## src/cu_graph_pkg.sv

```systemverilog
// Shared widths and defaults for the graph compute unit controller
// Vertex unit state encoding

package cu_graph_pkg;

	// Data path widths
	parameter int VERTEX_SIZE_BITS = 32;
	parameter int EDGE_SIZE_BITS   = 32;
	parameter int EDGE_COUNT_BITS  = 8;
	parameter int CONFIG_BITS      = 64;

	// Default sizing
	parameter int DEFAULT_NUM_VERTEX_UNITS = 4;
	parameter int DEFAULT_JOB_QUEUE_DEPTH  = 4;

	// Queue slots reserved for jobs already in flight
	// Output register, source and input register
	parameter int REQUEST_SLACK = 3;

	////////////////////////////////////////////////////////////
	// Vertex unit FSM states
	////////////////////////////////////////////////////////////

	typedef enum logic [1:0] {
		UNIT_IDLE = 2'd0,
		UNIT_BUSY = 2'd1,
		UNIT_DONE = 2'd2
	} unit_state_t;

endpackage
```

## src/cu_graph_control.sv

```systemverilog
// Graph compute unit controller top level
// Input stage, dispatch, vertex units, merge and output stage

module cu_graph_control import cu_graph_pkg::*; #(
	parameter int NUM_VERTEX_UNITS = DEFAULT_NUM_VERTEX_UNITS,
	parameter int JOB_QUEUE_DEPTH  = DEFAULT_JOB_QUEUE_DEPTH
) (
	input  logic                        clock,
	input  logic                        rstn_input,
	input  logic                        enabled_in,
	input  logic [CONFIG_BITS-1:0]      cu_configure,
	input  logic                        vertex_job_valid,
	input  logic [VERTEX_SIZE_BITS-1:0] vertex_job_id,
	input  logic [EDGE_COUNT_BITS-1:0]  vertex_job_edges,
	output logic                        vertex_job_request,
	output logic [VERTEX_SIZE_BITS-1:0] vertex_job_counter_done,
	output logic [EDGE_SIZE_BITS-1:0]   edge_job_counter_done
);

	logic                                             rstn_sync;
	logic                                             job_valid;
	logic [VERTEX_SIZE_BITS-1:0]                      job_id;
	logic [EDGE_COUNT_BITS-1:0]                       job_edges;
	logic [NUM_VERTEX_UNITS-1:0]                      unit_mask;
	logic [NUM_VERTEX_UNITS-1:0]                      unit_busy;
	logic [NUM_VERTEX_UNITS-1:0]                      unit_start;
	logic [NUM_VERTEX_UNITS-1:0][EDGE_COUNT_BITS-1:0] unit_edges;
	logic [NUM_VERTEX_UNITS-1:0]                      unit_finish;
	logic [NUM_VERTEX_UNITS-1:0][EDGE_COUNT_BITS-1:0] finish_edges;
	logic                                             request_next;
	logic [VERTEX_SIZE_BITS-1:0]                      vertex_total;
	logic [EDGE_SIZE_BITS-1:0]                        edge_total;

	////////////////////////////////////////////////////////////
	// Front end
	////////////////////////////////////////////////////////////

	// Enable level is consumed inside the input stage
	cu_input_stage #(.NUM_VERTEX_UNITS(NUM_VERTEX_UNITS)) cu_input_stage_inst (
		.clock           (clock           ),
		.rstn_input      (rstn_input      ),
		.enabled_in      (enabled_in      ),
		.cu_configure    (cu_configure    ),
		.vertex_job_valid(vertex_job_valid),
		.vertex_job_id   (vertex_job_id   ),
		.vertex_job_edges(vertex_job_edges),
		.rstn_sync       (rstn_sync       ),
		.enabled         (                ),
		.job_valid       (job_valid       ),
		.job_id          (job_id          ),
		.job_edges       (job_edges       ),
		.unit_mask       (unit_mask       )
	);

	vertex_job_dispatch #(
		.NUM_VERTEX_UNITS(NUM_VERTEX_UNITS),
		.JOB_QUEUE_DEPTH (JOB_QUEUE_DEPTH )
	) vertex_job_dispatch_inst (
		.clock             (clock       ),
		.rstn_sync         (rstn_sync   ),
		.job_valid         (job_valid   ),
		.job_id            (job_id      ),
		.job_edges         (job_edges   ),
		.unit_mask         (unit_mask   ),
		.unit_busy         (unit_busy   ),
		.unit_start        (unit_start  ),
		.unit_edges        (unit_edges  ),
		.vertex_job_request(request_next)
	);

	////////////////////////////////////////////////////////////
	// Vertex units
	////////////////////////////////////////////////////////////

	for (genvar i = 0; i < NUM_VERTEX_UNITS; i++) begin : gen_vertex_unit
		vertex_unit vertex_unit_inst (
			.clock       (clock          ),
			.rstn_sync   (rstn_sync      ),
			.start       (unit_start[i]  ),
			.edges       (unit_edges[i]  ),
			.busy        (unit_busy[i]   ),
			.finish      (unit_finish[i] ),
			.finish_edges(finish_edges[i])
		);
	end

	////////////////////////////////////////////////////////////
	// Back end
	////////////////////////////////////////////////////////////

	job_counter_merge #(.NUM_VERTEX_UNITS(NUM_VERTEX_UNITS)) job_counter_merge_inst (
		.clock       (clock       ),
		.rstn_sync   (rstn_sync   ),
		.finish      (unit_finish ),
		.finish_edges(finish_edges),
		.vertex_total(vertex_total),
		.edge_total  (edge_total  )
	);

	cu_output_stage cu_output_stage_inst (
		.clock                  (clock                  ),
		.rstn_sync              (rstn_sync              ),
		.request_next           (request_next           ),
		.vertex_total           (vertex_total           ),
		.edge_total             (edge_total             ),
		.vertex_job_request     (vertex_job_request     ),
		.vertex_job_counter_done(vertex_job_counter_done),
		.edge_job_counter_done  (edge_job_counter_done  )
	);

endmodule

```

## src/cu_output_stage.sv

```systemverilog
// Output registers for the request level and the done totals

module cu_output_stage import cu_graph_pkg::*; (
	input  logic                        clock,
	input  logic                        rstn_sync,
	input  logic                        request_next,
	input  logic [VERTEX_SIZE_BITS-1:0] vertex_total,
	input  logic [EDGE_SIZE_BITS-1:0]   edge_total,
	output logic                        vertex_job_request,
	output logic [VERTEX_SIZE_BITS-1:0] vertex_job_counter_done,
	output logic [EDGE_SIZE_BITS-1:0]   edge_job_counter_done
);

	// All outputs read zero while in reset
	always_ff @(posedge clock or negedge rstn_sync) begin
		if (!rstn_sync) begin
			vertex_job_request      <= 1'b0;
			vertex_job_counter_done <= '0;
			edge_job_counter_done   <= '0;
		end else begin
			vertex_job_request      <= request_next;
			vertex_job_counter_done <= vertex_total;
			edge_job_counter_done   <= edge_total;
		end
	end

endmodule

```

## src/job_counter_merge.sv

```systemverilog
// Completion merge: running totals of finished vertices and edges
// over all vertex units

module job_counter_merge import cu_graph_pkg::*; #(
	parameter int NUM_VERTEX_UNITS = DEFAULT_NUM_VERTEX_UNITS
) (
	input  logic                                             clock,
	input  logic                                             rstn_sync,
	input  logic [NUM_VERTEX_UNITS-1:0]                      finish,
	input  logic [NUM_VERTEX_UNITS-1:0][EDGE_COUNT_BITS-1:0] finish_edges,
	output logic [VERTEX_SIZE_BITS-1:0]                      vertex_total,
	output logic [EDGE_SIZE_BITS-1:0]                        edge_total
);

	logic [VERTEX_SIZE_BITS-1:0] vertex_inc;
	logic [EDGE_SIZE_BITS-1:0]   edge_inc;

	// Several units may finish in the same cycle
	always_comb begin
		vertex_inc = '0;
		edge_inc   = '0;
		for (int i = 0; i < NUM_VERTEX_UNITS; i++) begin
			if (finish[i]) begin
				vertex_inc = vertex_inc + 1'b1;
				edge_inc   = edge_inc + EDGE_SIZE_BITS'(finish_edges[i]);
			end
		end
	end

	always_ff @(posedge clock or negedge rstn_sync) begin
		if (!rstn_sync) begin
			vertex_total <= '0;
			edge_total   <= '0;
		end else begin
			vertex_total <= vertex_total + vertex_inc;
			edge_total   <= edge_total + edge_inc;
		end
	end

endmodule

```

## src/vertex_unit.sv

```systemverilog
// Vertex unit: walks a job one edge per cycle,
// then pulses finish with the job's edge count

module vertex_unit import cu_graph_pkg::*; (
	input  logic                       clock,
	input  logic                       rstn_sync,
	input  logic                       start,
	input  logic [EDGE_COUNT_BITS-1:0] edges,
	output logic                       busy,
	output logic                       finish,
	output logic [EDGE_COUNT_BITS-1:0] finish_edges
);

	unit_state_t                state;
	logic [EDGE_COUNT_BITS-1:0] remaining;

	always_ff @(posedge clock or negedge rstn_sync) begin
		if (!rstn_sync) begin
			state     <= UNIT_IDLE;
			remaining <= '0;
		end else begin
			case (state)
				UNIT_IDLE: begin
					if (start) begin
						state     <= UNIT_BUSY;
						// Empty vertex still takes one cycle
						remaining <= (edges == '0) ? EDGE_COUNT_BITS'(1) : edges;
					end
				end
				UNIT_BUSY: begin
					remaining <= remaining - 1'b1;
					if (remaining == EDGE_COUNT_BITS'(1))
						state <= UNIT_DONE;
				end
				default: state <= UNIT_IDLE;
			endcase
		end
	end

	// Job edge count reported at completion
	always_ff @(posedge clock) begin
		if (start && (state == UNIT_IDLE))
			finish_edges <= edges;
	end

	// Done cycle still counts as busy
	assign busy   = (state != UNIT_IDLE);
	assign finish = (state == UNIT_DONE);

endmodule

```

## src/vertex_job_dispatch.sv

```systemverilog
// Vertex job dispatch: circular job queue, credit request level
// and round-robin start of idle allowed vertex units

module vertex_job_dispatch import cu_graph_pkg::*; #(
	parameter int NUM_VERTEX_UNITS = DEFAULT_NUM_VERTEX_UNITS,
	parameter int JOB_QUEUE_DEPTH  = DEFAULT_JOB_QUEUE_DEPTH
) (
	input  logic                                             clock,
	input  logic                                             rstn_sync,
	input  logic                                             job_valid,
	input  logic [VERTEX_SIZE_BITS-1:0]                      job_id,
	input  logic [EDGE_COUNT_BITS-1:0]                       job_edges,
	input  logic [NUM_VERTEX_UNITS-1:0]                      unit_mask,
	input  logic [NUM_VERTEX_UNITS-1:0]                      unit_busy,
	output logic [NUM_VERTEX_UNITS-1:0]                      unit_start,
	output logic [NUM_VERTEX_UNITS-1:0][EDGE_COUNT_BITS-1:0] unit_edges,
	output logic                                             vertex_job_request
);

	localparam int PTR_BITS   = (JOB_QUEUE_DEPTH > 1) ? $clog2(JOB_QUEUE_DEPTH) : 1;
	localparam int COUNT_BITS = $clog2(JOB_QUEUE_DEPTH + 1);
	localparam int UNIT_BITS  = (NUM_VERTEX_UNITS > 1) ? $clog2(NUM_VERTEX_UNITS) : 1;
	localparam int ENTRY_BITS = VERTEX_SIZE_BITS + EDGE_COUNT_BITS;

	logic [ENTRY_BITS-1:0]       queue_mem [JOB_QUEUE_DEPTH];
	logic [PTR_BITS-1:0]         wr_ptr;
	logic [PTR_BITS-1:0]         rd_ptr;
	logic [COUNT_BITS-1:0]       count;
	logic [UNIT_BITS-1:0]        rr_ptr;
	logic [UNIT_BITS-1:0]        sel;
	logic                        sel_valid;
	logic                        pop;
	logic [NUM_VERTEX_UNITS-1:0] candidate;

	////////////////////////////////////////////////////////////
	// Unit selection
	////////////////////////////////////////////////////////////

	// A unit started last cycle has not raised busy yet
	assign candidate = unit_mask & ~unit_busy & ~unit_start;

	always_comb begin
		int unsigned idx;
		sel       = '0;
		sel_valid = 1'b0;
		for (int off = 0; off < NUM_VERTEX_UNITS; off++) begin
			idx = rr_ptr + off;
			if (idx >= NUM_VERTEX_UNITS)
				idx = idx - NUM_VERTEX_UNITS;
			if (!sel_valid && candidate[idx]) begin
				sel       = UNIT_BITS'(idx);
				sel_valid = 1'b1;
			end
		end
	end

	assign pop = sel_valid && (count != '0);

	// Credit level, slack covers jobs already on their way
	assign vertex_job_request = (JOB_QUEUE_DEPTH - int'(count)) > REQUEST_SLACK;

	////////////////////////////////////////////////////////////
	// Queue control
	////////////////////////////////////////////////////////////

	always_ff @(posedge clock or negedge rstn_sync) begin
		if (!rstn_sync) begin
			wr_ptr     <= '0;
			rd_ptr     <= '0;
			count      <= '0;
			rr_ptr     <= '0;
			unit_start <= '0;
		end else begin
			unit_start <= '0;
			if (job_valid)
				wr_ptr <= (wr_ptr == PTR_BITS'(JOB_QUEUE_DEPTH - 1)) ? '0 : wr_ptr + 1'b1;
			if (pop) begin
				rd_ptr          <= (rd_ptr == PTR_BITS'(JOB_QUEUE_DEPTH - 1)) ? '0 : rd_ptr + 1'b1;
				unit_start[sel] <= 1'b1;
				rr_ptr          <= (sel == UNIT_BITS'(NUM_VERTEX_UNITS - 1)) ? '0 : sel + 1'b1;
			end
			case ({job_valid, pop})
				2'b10:   count <= count + 1'b1;
				2'b01:   count <= count - 1'b1;
				default: count <= count;
			endcase
		end
	end

	// Entry is {id, edges}; only the edge count leaves the queue
	always_ff @(posedge clock) begin
		if (job_valid)
			queue_mem[wr_ptr] <= {job_id, job_edges};
		if (pop)
			unit_edges[sel] <= queue_mem[rd_ptr][EDGE_COUNT_BITS-1:0];
	end

endmodule

```

## src/cu_input_stage.sv

```systemverilog
// Input stage: reset synchronizer, enable register,
// gated vertex job capture and configuration mask hold

module cu_input_stage import cu_graph_pkg::*; #(
	parameter int NUM_VERTEX_UNITS = DEFAULT_NUM_VERTEX_UNITS
) (
	input  logic                        clock,
	input  logic                        rstn_input,
	input  logic                        enabled_in,
	input  logic [CONFIG_BITS-1:0]      cu_configure,
	input  logic                        vertex_job_valid,
	input  logic [VERTEX_SIZE_BITS-1:0] vertex_job_id,
	input  logic [EDGE_COUNT_BITS-1:0]  vertex_job_edges,
	output logic                        rstn_sync,
	output logic                        enabled,
	output logic                        job_valid,
	output logic [VERTEX_SIZE_BITS-1:0] job_id,
	output logic [EDGE_COUNT_BITS-1:0]  job_edges,
	output logic [NUM_VERTEX_UNITS-1:0] unit_mask
);

	logic rstn_meta;

	// Asynchronous assert, two-flop release
	always_ff @(posedge clock or negedge rstn_input) begin
		if (!rstn_input) begin
			rstn_meta <= 1'b0;
			rstn_sync <= 1'b0;
		end else begin
			rstn_meta <= 1'b1;
			rstn_sync <= rstn_meta;
		end
	end

	// Enable, job strobe and held mask
	always_ff @(posedge clock or negedge rstn_sync) begin
		if (!rstn_sync) begin
			enabled   <= 1'b0;
			job_valid <= 1'b0;
			unit_mask <= '0;
		end else begin
			enabled   <= enabled_in;
			job_valid <= vertex_job_valid & enabled;
			// A zero word leaves the previous mask in place
			if (enabled && (|cu_configure))
				unit_mask <= cu_configure[NUM_VERTEX_UNITS-1:0];
		end
	end

	// Payload follows the pins every cycle
	always_ff @(posedge clock) begin
		job_id    <= vertex_job_id;
		job_edges <= vertex_job_edges;
	end

endmodule

```

## config.mk

```make
export PLATFORM = sky130hd
export DESIGN_NAME = cu_graph_control
export DESIGN_NICKNAME = d
export VERILOG_FILES = /design/src/cu_graph_pkg.sv /design/src/cu_graph_control.sv /design/src/cu_output_stage.sv /design/src/job_counter_merge.sv /design/src/vertex_unit.sv /design/src/vertex_job_dispatch.sv /design/src/cu_input_stage.sv
export SDC_FILE = /design/constraint.sdc
export NUM_CORES = 1
export LEC_CHECK = 0
export BUFFER_PORTS_ARGS = -buffer_cell sky130_fd_sc_hd__buf_4
export CAP_MARGIN = 30
export CORE_MARGIN = 1
export CORE_UTILIZATION = 26
export DETAILED_ROUTE_END_ITERATION = 7
export PLACE_DENSITY_LB_ADDON = 0.08
export REMOVE_ABC_BUFFERS = 1
export SETUP_SLACK_MARGIN = 0.05
export SYNTH_ARGS = -nofsm -noshare
export SYNTH_HDL_FRONTEND = slang
export SYNTH_SLANG_ARGS = --single-unit
export TNS_END_PERCENT = 50
```

## constraint.sdc

```tcl
create_clock -name clock -period 14.84 [get_ports clock]
set_input_delay 2.968 -clock clock [delete_from_list [all_inputs] [get_ports clock]]
set_output_delay 2.968 -clock clock [all_outputs]
set_load 0.01 [all_outputs]
```

# Word level (Yosys, flattened, before mapping)
# Memories as Yosys holds them, arrays and structs flattened.
# Index checks and enable logic that the tools add are counted.
classes:
  n_addsub: 25
  n_eq_ne: 25
  bitwise: 5
  magnitude_cmp: 11
  n_reduce_logical: 40
  muxes: 64
  shifts: 0
  n_div: 0
  multipliers: 0
op_table:
  columns: ["op", "count"]
  rows:
  - ["$mux 32", 10]
  - ["$lt 32x3->1 const B", 4]
  - ["$ge 32x3->1 const B", 3]
  - ["$sub 32x3->32 const B", 3]
  - ["$mux 8", 10]
  - ["$add 32x1->32 const B", 2]
  - ["$add 32x32->32", 2]
  - ["$add 32x8->32", 2]
  - ["$pmux 8 s2", 4]
  - ["$reduce_or 64->1", 1]
  - ["$bwmux 32", 1]
  - ["$eq 8x1->1 const B", 4]
  - ["$gt 32x3->1 const B", 1]
  - ["$logic_not 8->1", 4]
  - ["$sub 8x1->8 const B", 4]
  - ["$mux 2", 15]
  - ["$reduce_bool 2->1", 9]
  - ["$demux 8 s2", 1]
  - ["$eq 2x2->1 const B", 8]
  - ["$pmux 2 s2", 4]
  - ["$reduce_and 2->1", 8]
  - ["$mux 1", 12]
  - ["$eq 2x1->1 const B", 5]
  - ["$logic_and 1x1->1", 10]
  - ["other kinds (24)", 43]
totals:
  regBits: 294
  elab_cells: 204
  memories: 1
  mem_bits_ro: 0
  latchBits: 0
  inputBits: 108
  ram_bits: 160
memory_table:
  columns: ["name", "words", "width", "read_ports", "rd_clocked_by_memory_dff", "write_ports", "line", "text"]
  rows:
  - ["vertex_job_dispatch_inst.queue_mem", 4, 40, 1, 0, 1, "vertex_job_dispatch.sv:25", "logic [ENTRY_BITS-1:0] queue_mem [JOB_QUEUE_DEPTH];"]

# Longest topological paths before layout
# Gate-level depths: netlist of the first run.
depth:
  word_depth: 21
  mapped_depth: 32
  ltp_nobuf: 31

# Modules after synthesis
# A second synthesis of the first run with hierarchy kept.
hier_totals:
  hier_cells: 1101
  hier_area_um2: 14153.6
modules_own_cells:
  columns: ["mod", "cells_each", "instances", "seq_area_each_um2", "area_each_um2"]
  rows:
  - ["job_counter_merge", 490, 1, 1601.5, 4591.9]
  - ["vertex_unit", 79, 4, 490.5, 929.6]
  - ["vertex_job_dispatch", 155, 1, 2247.2, 3001.6]
  - ["cu_output_stage", 65, 1, 1626.6, 1626.6]
  - ["cu_input_stage", 75, 1, 1001.0, 1214.9]

# Worst setup path after synthesis of the first run
# OpenSTA, ideal clock, no wires.
synth_timing:
  path_kind: "flip-flop to flip-flop"
  from: "reg gen_vertex_unit[0].vertex_unit_inst.state[1]"
  to: "reg job_counter_merge_inst.edge_total[22]"
  arrival_time_ns: 5.656
  slack_ns: 9.053
  synth_period_minus_slack_ns: 5.787
  stages_incl_launch_ff: 32
  n_path_buf: 1
  setup_time_ns: 0.132
  cell_sequence: "dfrtp_1 and2b_4 buf_6 nand2_1 inv_1 ha_1 fa_1 maj3_2 a32oi_1 xnor2_1 mux2i_1 inv_1 ha_1 o21a_1 o31a_1 a21oi_1 nor2_1 a21oi_1 ha_1 o21ai_1 nand2b_1 a211oi_1 nor2_1 mux2_1 ha_1 o21a_1 o21ai_1 nor2_1 a221o_1 a21oi_2 nor3_1 xor2_1"
synth_via:
  elab_chain_cells: 9
synth_lines:
  columns: ["item", "line", "text"]
  rows:
  - ["from (decl)", "vertex_unit.sv:14", "unit_state_t state;"]
  - ["from (signal assigned)", "vertex_unit.sv:19", "state <= UNIT_IDLE;"]
  - ["from (signal assigned)", "vertex_unit.sv:25", "state <= UNIT_BUSY;"]
  - ["from (signal assigned)", "vertex_unit.sv:33", "state <= UNIT_DONE;"]
  - ["$eq 2x2->1 *", "vertex_unit.sv:48", "assign finish = (state == UNIT_DONE);"]
  - ["$mux 8 *", "job_counter_merge.sv:23", "if (finish[i]) begin"]
  - ["$add 8x8->9", "job_counter_merge.sv:25", "edge_inc = edge_inc + EDGE_SIZE_BITS'(finish_edges[i]);"]
  - ["$mux 32 *", "job_counter_merge.sv:23", null]
  - ["$add 32x8->32", "job_counter_merge.sv:25", null]
  - ["$mux 32 *", "job_counter_merge.sv:23", null]
  - ["$add 32x8->32", "job_counter_merge.sv:25", null]
  - ["$mux 32 *", "job_counter_merge.sv:23", null]
  - ["$add 32x32->32 *", "job_counter_merge.sv:36", "edge_total <= edge_total + edge_inc;"]
  - ["to (signal assigned)", "job_counter_merge.sv:36", null]
  - ["to (decl)", "job_counter_merge.sv:12", "output logic [EDGE_SIZE_BITS-1:0] edge_total"]
# Mark *: on every way between the ends. The rest lies on a longest branch, timed or not.
# A chain may end at the register's enable or synchronous reset.

# Worst setup path after layout of the first run
# Ends and elaborated chain as after synthesis.

==> metrics.csv, run 1 <==
metric;value;unit
die_width;225;µm
routed_wl;29900;µm
drc_errors;0;
postLayoutCellArea;15900;µm²
dieArea;50700;µm²
path_buf_inv;2;
post_dp_cell_area;14800;µm²
place_congestion;0.773;
total_power;2.46;mW
synth.ff_latch_count;294;
antenna_cells;0;
slowest_stage;fa_1;
synthFlopType;dfrtp_1;
ant_nets;0;
synth_edf_count;96;
cts_tree;yes;
dr.pass1.iters;5;
vias_per_cell;4.43;
placed_cells;1819;
period_needed;6760;ps
antenna_found_initial;0;
hold_path.class;flop to asynchronous set/reset pin;
core_area;49100;µm²
pwr-share-clk;0.338;
cp-end-kind;flop;
power_density;154;nW/µm²
fin_worst_skew;12.2;ps
crit_path_start_kind;flop;
period_share;0.455;
cts_sinks;294;
track_usage;0.122;
cts_resized;0;
path_delay_family;compound AO/OA/AOI/OAI gates;
drive_gt1_frac;0.190;
drt_iter0_drc;366;
postCtsSetupBuffers;0;
clk_latency;540;ps
synthArstFlopShare;0.646;
power.leakage;6.88;nW
finalMaxSlewViolations;0;
fin_nets;1367;
htreeDepth;2;
ys_warn_count;0;
gr-total-overflow;0;
fmax;148;MHz
clk_pin_slew_worst_paths;60;ps
p_sw_frac;0.301;
outcome;finished clean;
grt_pass1_wl;48000;µm
grt_max_degree;72;
ir_drop;0.0645;mV
ys_seq_area_frac;0.602;
grt_pass1_vias;8669;
initial_utilization;0.264;
clockRootBuffer;clkbuf_16;
critPathMostFrequentCell;ha_1;
power_switching;0.740;mW
cp_max_fo;13;
syn_area;12900;µm²
use_met3;0.0327;
fin_setup_tns;0;ps
clock_path_buffers;3;
ys_types;84;
seqPwrFrac;0.467;
syn_inst;1026;
crit_arrival;7170;ps
p_int;1.72;mW
avgSynthCellArea;12.6;µm²
die_h;225;µm
rsz0062_at_grt;false;
cts_buffers;36;
final_cells;1882;
via_count;8339;
tightest_slew;918;ps
max_slew_margin;0.387;
finalSetupViolCount;0;
drt-wirelength-per-cell;15.9;µm
grt_busiest_layer;met2;
pwr-share-comb;0.195;
cts_hold_buf;0;
worst-setup-path-type;flop to flop;
cp.required;15250;ps
ios;173;
dp_hpwl;21200;µm
met2_usage;0.194;
cap_viol_max_count;0;
use_met1;0.160;
hold_viol;0;
io_buffers;140;
syn2layout_area_growth;23.1;%
slowest_delay;460;ps
num_rows;81;
==> cell usage in the layout (no fill, tap or decap), types with 5 or more instances in the layout <==
master	Yosys	layout
clkbuf_16	0	38
o21ai_0	34	34
a211oi_1	7	7
nor4b_1	6	6
and2_1	20	20
nand4_1	24	24
a221o_1	5	5
nor2_1	76	76
o211ai_1	7	7
nand3_1	16	16
inv_1	42	42
nor4_1	25	25
o32ai_1	5	5
dfxtp_1	8	8
edfxtp_1	96	96
nor3_1	17	17
mux2_2	12	12
mux4_2	8	8
dfrtp_1	190	189
and3_1	11	11
xor2_1	18	18
buf_4	0	143
xnor2_1	61	61
ha_1	59	59
nand3b_1	6	6
a21o_1	10	10
o21ai_1	5	5
clkinv_1	3	8
clkbuf_1	10	13
mux2i_1	9	9
fa_1	6	6
a21oi_1	46	46
o21a_1	8	8
or4_1	5	5
nand2_1	59	59
nand2b_1	15	15
nor2b_1	16	16
==> path summary, 6_finish.rpt <==
kind	startpoint	to	slack, ps	depth (start not counted)
max	gen_vertex_unit[0].vertex_unit_inst.state[1]	job_counter_merge_inst.edge_total[22]	8080	28
min	cu_input_stage_inst.rstn_sync	vertex_job_dispatch_inst.unit_start[0]	330	0
max reg2reg	gen_vertex_unit[0].vertex_unit_inst.state[1]	job_counter_merge_inst.edge_total[22]	8080	28
min reg2reg	cu_input_stage_inst.rstn_sync	vertex_job_dispatch_inst.unit_start[0]	330	0
max in group asynchronous	rstn_input	cu_input_stage_inst.rstn_sync	12540	1
min in group clock	cu_input_stage_inst.rstn_meta	cu_input_stage_inst.rstn_sync	350	0
==> synth_stat cells (9+ instances only) <==
master | count | share of area
clkbuf_1 | 10 | 0.0029
edfxtp_1 | 96 | 0.22
xnor2_1 | 61 | 0.041
nand2b_1 | 15 | 0.0072
nand3_1 | 16 | 0.0062
a21oi_1 | 46 | 0.018
and3_1 | 11 | 0.0053
nand2_1 | 59 | 0.017
mux2i_1 | 9 | 0.0070
xor2_1 | 18 | 0.012
nor3_1 | 17 | 0.0066
ha_1 | 59 | 0.057
mux2_2 | 12 | 0.010
nor2_1 | 76 | 0.022
nand4_1 | 24 | 0.012
a21o_1 | 10 | 0.0058
and2_1 | 20 | 0.0097
dfrtp_1 | 190 | 0.37
inv_1 | 42 | 0.012
o21ai_0 | 34 | 0.013
nor4_1 | 25 | 0.012
nor2b_1 | 16 | 0.0077
==> flip-flops by register name, summed over array words and instances (netlist names) <==
signal,count
cu_output_stage_inst.edge_job_counter_done,32
cu_output_stage_inst.vertex_job_counter_done,32
gen_vertex_unit.vertex_unit_inst.finish_edges,32
gen_vertex_unit.vertex_unit_inst.remaining,32
job_counter_merge_inst.edge_total,32
job_counter_merge_inst.vertex_total,32
vertex_job_dispatch_inst.queue_mem,32
vertex_job_dispatch_inst.unit_edges,32
cu_input_stage_inst.job_edges,8
gen_vertex_unit.vertex_unit_inst.state,8
cu_input_stage_inst.unit_mask,4
vertex_job_dispatch_inst.unit_start,4
vertex_job_dispatch_inst.count,3
vertex_job_dispatch_inst.rd_ptr,2
vertex_job_dispatch_inst.rr_ptr,2
vertex_job_dispatch_inst.wr_ptr,2
cu_input_stage_inst.enabled,1
cu_input_stage_inst.job_valid,1
cu_input_stage_inst.rstn_meta,1
cu_input_stage_inst.rstn_sync,1
cu_output_stage_inst.vertex_job_request,1
==> per-stage QoR <==
| stage | hold slack, ps | util | setup slack, ps |
|---|---|---|---|
| global route | 350 | 0.325 | 7460 |
| global placement | 335 | 0.301 | 7920 |
| detailed placement | 339 | 0.302 | 7900 |
| finish | 327 | 0.325 | 8080 |
| CTS | 348 | 0.324 | 7890 |
| floorplan | 331 | - | 9150 |
==> kinds of logic after synthesis <==
family                     count (synthesis)  synth area share
muxes                                     31            0.0331
AOI/OAI and AO/OA                        172            0.0924
xor gates and xnor gates                  79            0.0535
other                                      2          0.000580
buffers and inverters                     61            0.0189
adders and majority gates                 68            0.0687
DFF                                      294             0.602
and+or+nand+nor                          319             0.130
==> routing by layer <==
layer,part of all wire,wire length (µm)
met5,0,0
met4,0.026,775
met3,0.050,1500
met2,0.46,13800
met1,0.46,13700
==> power groups by stage <==
| stage | sequential (mW) | clock [mW] | combinational [mW] |
|---|---|---|---|
| after CTS | 1.15 | 0.870 | 0.491 |
| final | 1.15 | 0.831 | 0.479 |
| after global routing | 1.17 | 0.902 | 0.549 |
| after floorplan | 1.13 | 0 | 0.314 |
| after detailed placement | 1.17 | 0 | 0.490 |
| after global placement | 1.17 | 0 | 0.486 |
==> area by class of cell <==
| class | instances | area (µm²) |
|---|---|---|
| clock buffers | 53 | 1030 |
| clock inverters | 9 | 77.6 |
| fillers | 5048 | 33100 |
| inverters | 46 | 173 |
| multi-input cells | 671 | 4900 |
| flip-flops and latches | 294 | 7800 |
| well taps | 664 | 831 |
| repair buffers | 145 | 1130 |
Note: power is estimated with default switching activity, not from simulation.
==> inputs of run 2 (changes only) <==
==> constraint.sdc (replaced) <==
create_clock -name clock -period 6.09 [get_ports clock]
set_input_delay 1.218 -clock clock [delete_from_list [all_inputs] [get_ports clock]]
set_output_delay 1.218 -clock clock [all_outputs]
set_load 0.01 [all_outputs]
==> run 2 against run 1 <==
Cell count increased by 3.0%. Setup slack got worse by 7900 ps. Fmax increased by 15%. Critical endpoint is now job_counter_merge_inst.edge_total[14]. Clock skew increased by 13 ps. Clock power increased to 2.6 times the previous value. First-iteration DRC count decreased by 0.27%. Via count increased by 3.8%. Combinational power increased to 2.5 times the previous value. Register-to-register slack got worse by 7900 ps. Sequential power increased by 140%. Die area unchanged. Global-route usage increased by 0.21 points.
==> metrics.csv, run 2 (synthesis gave the netlist of run 1 again) <==
metric;value;unit;change
postLayoutCellArea;16900;µm²;+5.9%
io_buffers;140;;unchanged
mostFrequentLayoutCell;buf_4;;
placed_cells;1865;;+2.5%
fin_nets;1421;;+4.0%
r2r_slack;230;ps;-7850 ps
dp_hpwl;21300;µm;+0.52%
max_slew_margin;0.368;;-0.0195
hold_slack;295;ps;-31.7 ps
final_cells;1938;;+3.0%
syn2layout_area_growth;30.4;%;
finalSetupViolCount;0;;unchanged
cap_viol_max_count;0;;unchanged
fin_util;0.344;;+0.0192
dr.pass1.iters;4;;-1
clockRootBuffer;clkbuf_16;;
track_usage;0.124;;+0.00211
ant_nets;0;;unchanged
grt_pass1_vias;8966;;+3.4%
slowest_delay;370;ps;-90 ps
antenna_cells;0;;unchanged
worstReg2RegEnd;job_counter_merge_inst.edge_total[14];;
routed_wl;30300;µm;+1.4%
register_area;7800;µm²;unchanged
multiInputGateArea;5350;µm²;+9.1%
clk_latency;550;ps;about the same
hold_viol;0;;unchanged
vias_per_cell;4.47;;+0.79%
clk_pin_slew_worst_paths;60;ps;about the same
via_count;8655;;+3.8%
cts_buffers;37;;+2.8%
rsz0062_at_grt;true;;
place_congestion;0.751;;-2.8%
cp.required;6510;ps;-8740 ps
total_power;6.18;mW;+150%
worst_slack;231;ps;-7850 ps
critPathMostFrequentCell;ha_4;;
tightest_slew;947;ps;+29.2 ps
pwr-share-comb;0.196;;about the same
power_density;366;nW/µm²;+140%
nFillCells;4943;;-2.1%
power.leakage;7.29;nW;+5.9%
dieArea;50700;µm²;unchanged
layout_common_cells;buf_4, dfrtp_1, edfxtp_1, nor2_1, nand2_1;;
initial_utilization;0.264;;unchanged
fin_worst_skew;25.6;ps;+13.4 ps
crit_path_start_kind;flop;;
seqPwrFrac;0.453;;-0.014
die_h;225;µm;unchanged
drt_iter0_drc;365;;-0.27%
crit_end;job_counter_merge_inst.edge_total[14];;
antenna_found_initial;0;;unchanged
slowest_stage;dfrtp_1;;
period_needed;5860;ps;-896 ps
path_delay_family;compound AO/OA/AOI/OAI gates;;
fmax;171;MHz;+15%
ios;173;;unchanged
r2r-start;gen_vertex_unit[0].vertex_unit_inst.state[1];;
finalMaxSlewViolations;0;;unchanged
htreeDepth;2;;unchanged
num_rows;81;;unchanged
path_buf_inv;5;;+3
startpoint;gen_vertex_unit[0].vertex_unit_inst.state[1];;
drt-wirelength-per-cell;15.6;µm;-1.6%
place_ws;-371;ps;-8270 ps
outcome;finished clean;;
die_width;225;µm;unchanged
cp.depth;31;;+11%
gr-total-overflow;0;;unchanged
worst-setup-path-type;flop to flop;;
cts_tree;yes;;
power_switching;1.85;mW;+150%
grt_max_degree;115;;+60%
cp-end-kind;flop;;
ir_drop;0.185;mV;+190%
post_dp_cell_area;15200;µm²;+2.4%
hold_path.class;flop to asynchronous set/reset pin;;
cp_max_fo;5;;-8
reg2reg_depth;31;;+11%
core_area;49100;µm²;unchanged
drc_errors;0;;unchanged
clock_path_buffers;3;;unchanged
crit_arrival;6280;ps;-890 ps
drive_gt1_frac;0.283;;+0.0929
p_int;4.33;mW;+150%
fin_setup_tns;0;ps;unchanged
pwr-share-clk;0.351;;+0.013
cts_sinks;294;;unchanged
grt_pass1_wl;48900;µm;+2.0%
period_share;0.962;;+0.507
p_sw_frac;0.300;;-0.000747
run 2: cell types whose count changed in the layout (fill, tap and decap cells not counted), moves of 5 or more:
cell / change
ha_4: +13
ha_1: -14
o21ai_0: -6
xnor2_1: -6
buf_4: +49
xnor2_2: +5
a21oi_1: -5
o21ai_2: +8
run 2: layout make-up:
| cell class | instances | share of cell area |
|---|---|---|
| multi-input cells | 671 | 0.317 |
| inverters | 46 | 0.0102 |
| clock inverters | 13 | 0.00949 |
| flip-flops and latches | 294 | 0.462 |
| repair buffers | 198 | 0.0909 |
| well taps | 664 | 0.0492 |
| clock buffers | 52 | 0.0612 |
run 2: power by group through the flow:
stage	combinational (mW)	sequential (mW)	clock, mW
after global routing	1.39	2.86	2.32
after floorplan	0.766	2.76	0
after global placement	1.22	2.84	0
after detailed placement	1.22	2.84	0
after CTS	1.23	2.80	2.25
final	1.21	2.80	2.17
run 2: how the worst min path moves through the flow:
stage / to / cells past startpoint
2_1_floorplan: cu_input_stage_inst.rstn_sync / 0
6_report: job_counter_merge_inst.vertex_total[26] / 0
3_5_place_dp: cu_output_stage_inst.vertex_job_counter_done[23] / 0
3_3_place_gp: cu_output_stage_inst.vertex_job_counter_done[26] / 0
4_1_cts: cu_output_stage_inst.vertex_job_counter_done[23] / 0
5_1_grt: job_counter_merge_inst.vertex_total[26] / 0
run 2: what timing repair did:
action	in CTS	in global routing
endpoints found under the setup margin	22	22
endpoints found under the hold margin	0	0
setup buffers	2	4
gates resized for setup	33	53
gates cloned	1	0
pin swaps	18	35
hold buffers	0	0
run 2: routing by layer:
metal / global-route usage / routed length, µm / vias up
li1: - / - / 4188
met1: 0.165 / 13900 / 4241
met2: 0.199 / 14100 / 169
met3: 0.0249 / 1390 / 57
met4: 0.0496 / 899 / 0
met5: 0 / 0 / -
==> inputs of run 3 (changes only) <==
--- a/config.mk
+++ b/config.mk
@@ -10,6 +10,7 @@
 export CORE_MARGIN = 1
 export CORE_UTILIZATION = 26
 export DETAILED_ROUTE_END_ITERATION = 7
+export MAX_ROUTING_LAYER = met4
 export PLACE_DENSITY_LB_ADDON = 0.08
 export REMOVE_ABC_BUFFERS = 1
 export SETUP_SLACK_MARGIN = 0.05
==> run 3 against run 2 <==
Flip-flop and latch count unchanged. Fmax decreased by 0.10%. Setup slack got worse by 6.2 ps. Power about the same. Utilization unchanged. Sequential share of layout area unchanged. Hold slack improved by 0.76 ps. Die area unchanged. Wire length increased by 0.11%. Highest routed layer unchanged. Cell count unchanged. Critical path depth unchanged. Design area unchanged.
==> metrics.csv, run 3 (synthesis gave the netlist of run 1 again) <==
metric;value;unit;change
fin_worst_skew;26.3;ps;+0.686 ps
multiInputGateArea;5350;µm²;unchanged
nFillCells;4943;;unchanged
clk_latency;550;ps;about the same
drc_errors;0;;unchanged
period_needed;5870;ps;+6.15 ps
cp.depth;31;;unchanged
ant_nets;0;;unchanged
hold_viol;0;;unchanged
grt_pass1_vias;8967;;+0.011%
tightest_slew;952;ps;+5.66 ps
hold_slack;296;ps;+0.762 ps
cp-end-kind;flop;;
die_h;225;µm;unchanged
r2r-start;gen_vertex_unit[0].vertex_unit_inst.state[1];;
cp.required;6510;ps;about the same
fmax;170;MHz;-0.10%
track_usage;0.128;;+0.00374
path_buf_inv;5;;unchanged
r2r_slack;220;ps;about the same
hold_path.class;flop to asynchronous set/reset pin;;
clockRootBuffer;clkbuf_16;;
path_delay_family;compound AO/OA/AOI/OAI gates;;
via_count;8612;;-0.50%
reg2reg_depth;31;;unchanged
vias_per_cell;4.44;;-0.50%
rsz0062_at_grt;true;;
register_area;7800;µm²;unchanged
cp_max_fo;5;;unchanged
routed_wl;30300;µm;+0.11%
drt-wirelength-per-cell;15.6;µm;+0.11%
power_density;366;nW/µm²;about the same
clock_path_buffers;3;;unchanged
fin_nets;1421;;unchanged
cts_buffers;37;;unchanged
finalMaxSlewViolations;0;;unchanged
cts_sinks;294;;unchanged
layout_common_cells;buf_4, dfrtp_1, edfxtp_1, nor2_1, nand2_1;;
ir_drop;0.185;mV;-0.20%
drt_iter0_drc;390;;+6.8%
ios;173;;unchanged
mostFrequentLayoutCell;buf_4;;
die_width;225;µm;unchanged
dr.pass1.iters;5;;+1
max_slew_margin;0.364;;-0.00378
antenna_found_initial;0;;unchanged
slowest_delay;370;ps;about the same
power.leakage;7.29;nW;unchanged
cts_tree;yes;;
grt_max_degree;115;;unchanged
startpoint;gen_vertex_unit[0].vertex_unit_inst.state[1];;
worstReg2RegEnd;job_counter_merge_inst.edge_total[14];;
io_buffers;140;;unchanged
drive_gt1_frac;0.283;;unchanged
crit_end;job_counter_merge_inst.edge_total[14];;
cts_hold_buf;0;;unchanged
dieArea;50700;µm²;unchanged
place_congestion;0.761;;+1.4%
worst-setup-path-type;flop to flop;;
syn2layout_area_growth;30.4;%;unchanged
initial_utilization;0.264;;unchanged
core_area;49100;µm²;unchanged
crit_arrival;6290;ps;about the same
finalSetupViolCount;0;;unchanged
dp_hpwl;21300;µm;unchanged
critPathMostFrequentCell;ha_4;;
gr-total-overflow;0;;unchanged
period_share;0.963;;+0.00101
fin_util;0.344;;unchanged
outcome;finished clean;;
num_rows;81;;unchanged
grt_pass1_wl;48900;µm;about the same
htreeDepth;2;;unchanged
clk_pin_slew_worst_paths;60;ps;about the same
antenna_cells;0;;unchanged
slowest_stage;dfrtp_1;;
cap_viol_max_count;0;;unchanged
crit_path_start_kind;flop;;
## run 3: stage by stage
stage | instance area, µm² | power [mW] | setup WS (ps) | std cells | setup TNS [ps]
after floorplan | 12900 | 3.52 | 397 | 1011 | 0
after global placement | 15200 | 4.06 | -319 | 1865 | -5860
after detailed placement | 15200 | 4.06 | -371 | 1865 | -7130
after CTS | 16600 | 6.29 | -25.1 | 1933 | -131
after global routing | 16900 | 6.58 | -95.6 | 1938 | -1450
final | 16900 | 6.18 | 225 | 1938 | 0
## run 3: how the worst min path moves through the flow
stage | start | endpoint | cells after the start
CTS | cu_input_stage_inst.rstn_sync | cu_output_stage_inst.vertex_job_counter_done[23] | 0
global placement | cu_input_stage_inst.rstn_sync | cu_output_stage_inst.vertex_job_counter_done[26] | 0
detailed placement | cu_input_stage_inst.rstn_sync | cu_output_stage_inst.vertex_job_counter_done[23] | 0
floorplan | cu_input_stage_inst.rstn_meta | cu_input_stage_inst.rstn_sync | 0
global route | cu_input_stage_inst.rstn_sync | job_counter_merge_inst.vertex_total[26] | 0
finish | cu_input_stage_inst.rstn_sync | job_counter_merge_inst.vertex_total[26] | 0
## run 3: cell type report
type	count	share of cell area
flip-flops and latches	294	0.462
multi-input cells	671	0.317
repair buffers	198	0.0909
clock buffers	52	0.0612
well taps	664	0.0492
inverters	46	0.0102
clock inverters	13	0.00949
## run 3: report_power, final
group / switching [mW] / internal, mW / total (mW)
combinational: 0.672 / 0.539 / 1.21
clock: 0.854 / 1.31 / 2.17
sequential: 0.323 / 2.48 / 2.80
## run 3: repair_timing
item                                    CTS  global route
gates cloned                              1             0
endpoints found under the hold margin     0             0
endpoints found under the setup margin   22            22
buffers inserted                          2             4
resized for setup                        33            53
pin swaps                                18            35
## run 3: routing by layer
layer  vias to the layer above  global-route usage  part of all wire
met2                       166               0.199              0.47
met3                        62              0.0245             0.045
met4                         0              0.0496             0.030
li1                       4187                   -                 -
met5                         -                   -                 0
met1                      4197               0.165              0.46
## run 3: worst register-to-register path: cells and delay by family (launching register included)
kind	cells	cell delay (ps)
AO/OA/AOI/OAI	8	1840
XOR/XNOR	3	300
adder cells (fa/ha/maj)	6	1620
buffers and inverters	5	630
flip-flops	1	370
multiplexers	2	400
AND/OR/NAND/NOR	7	580
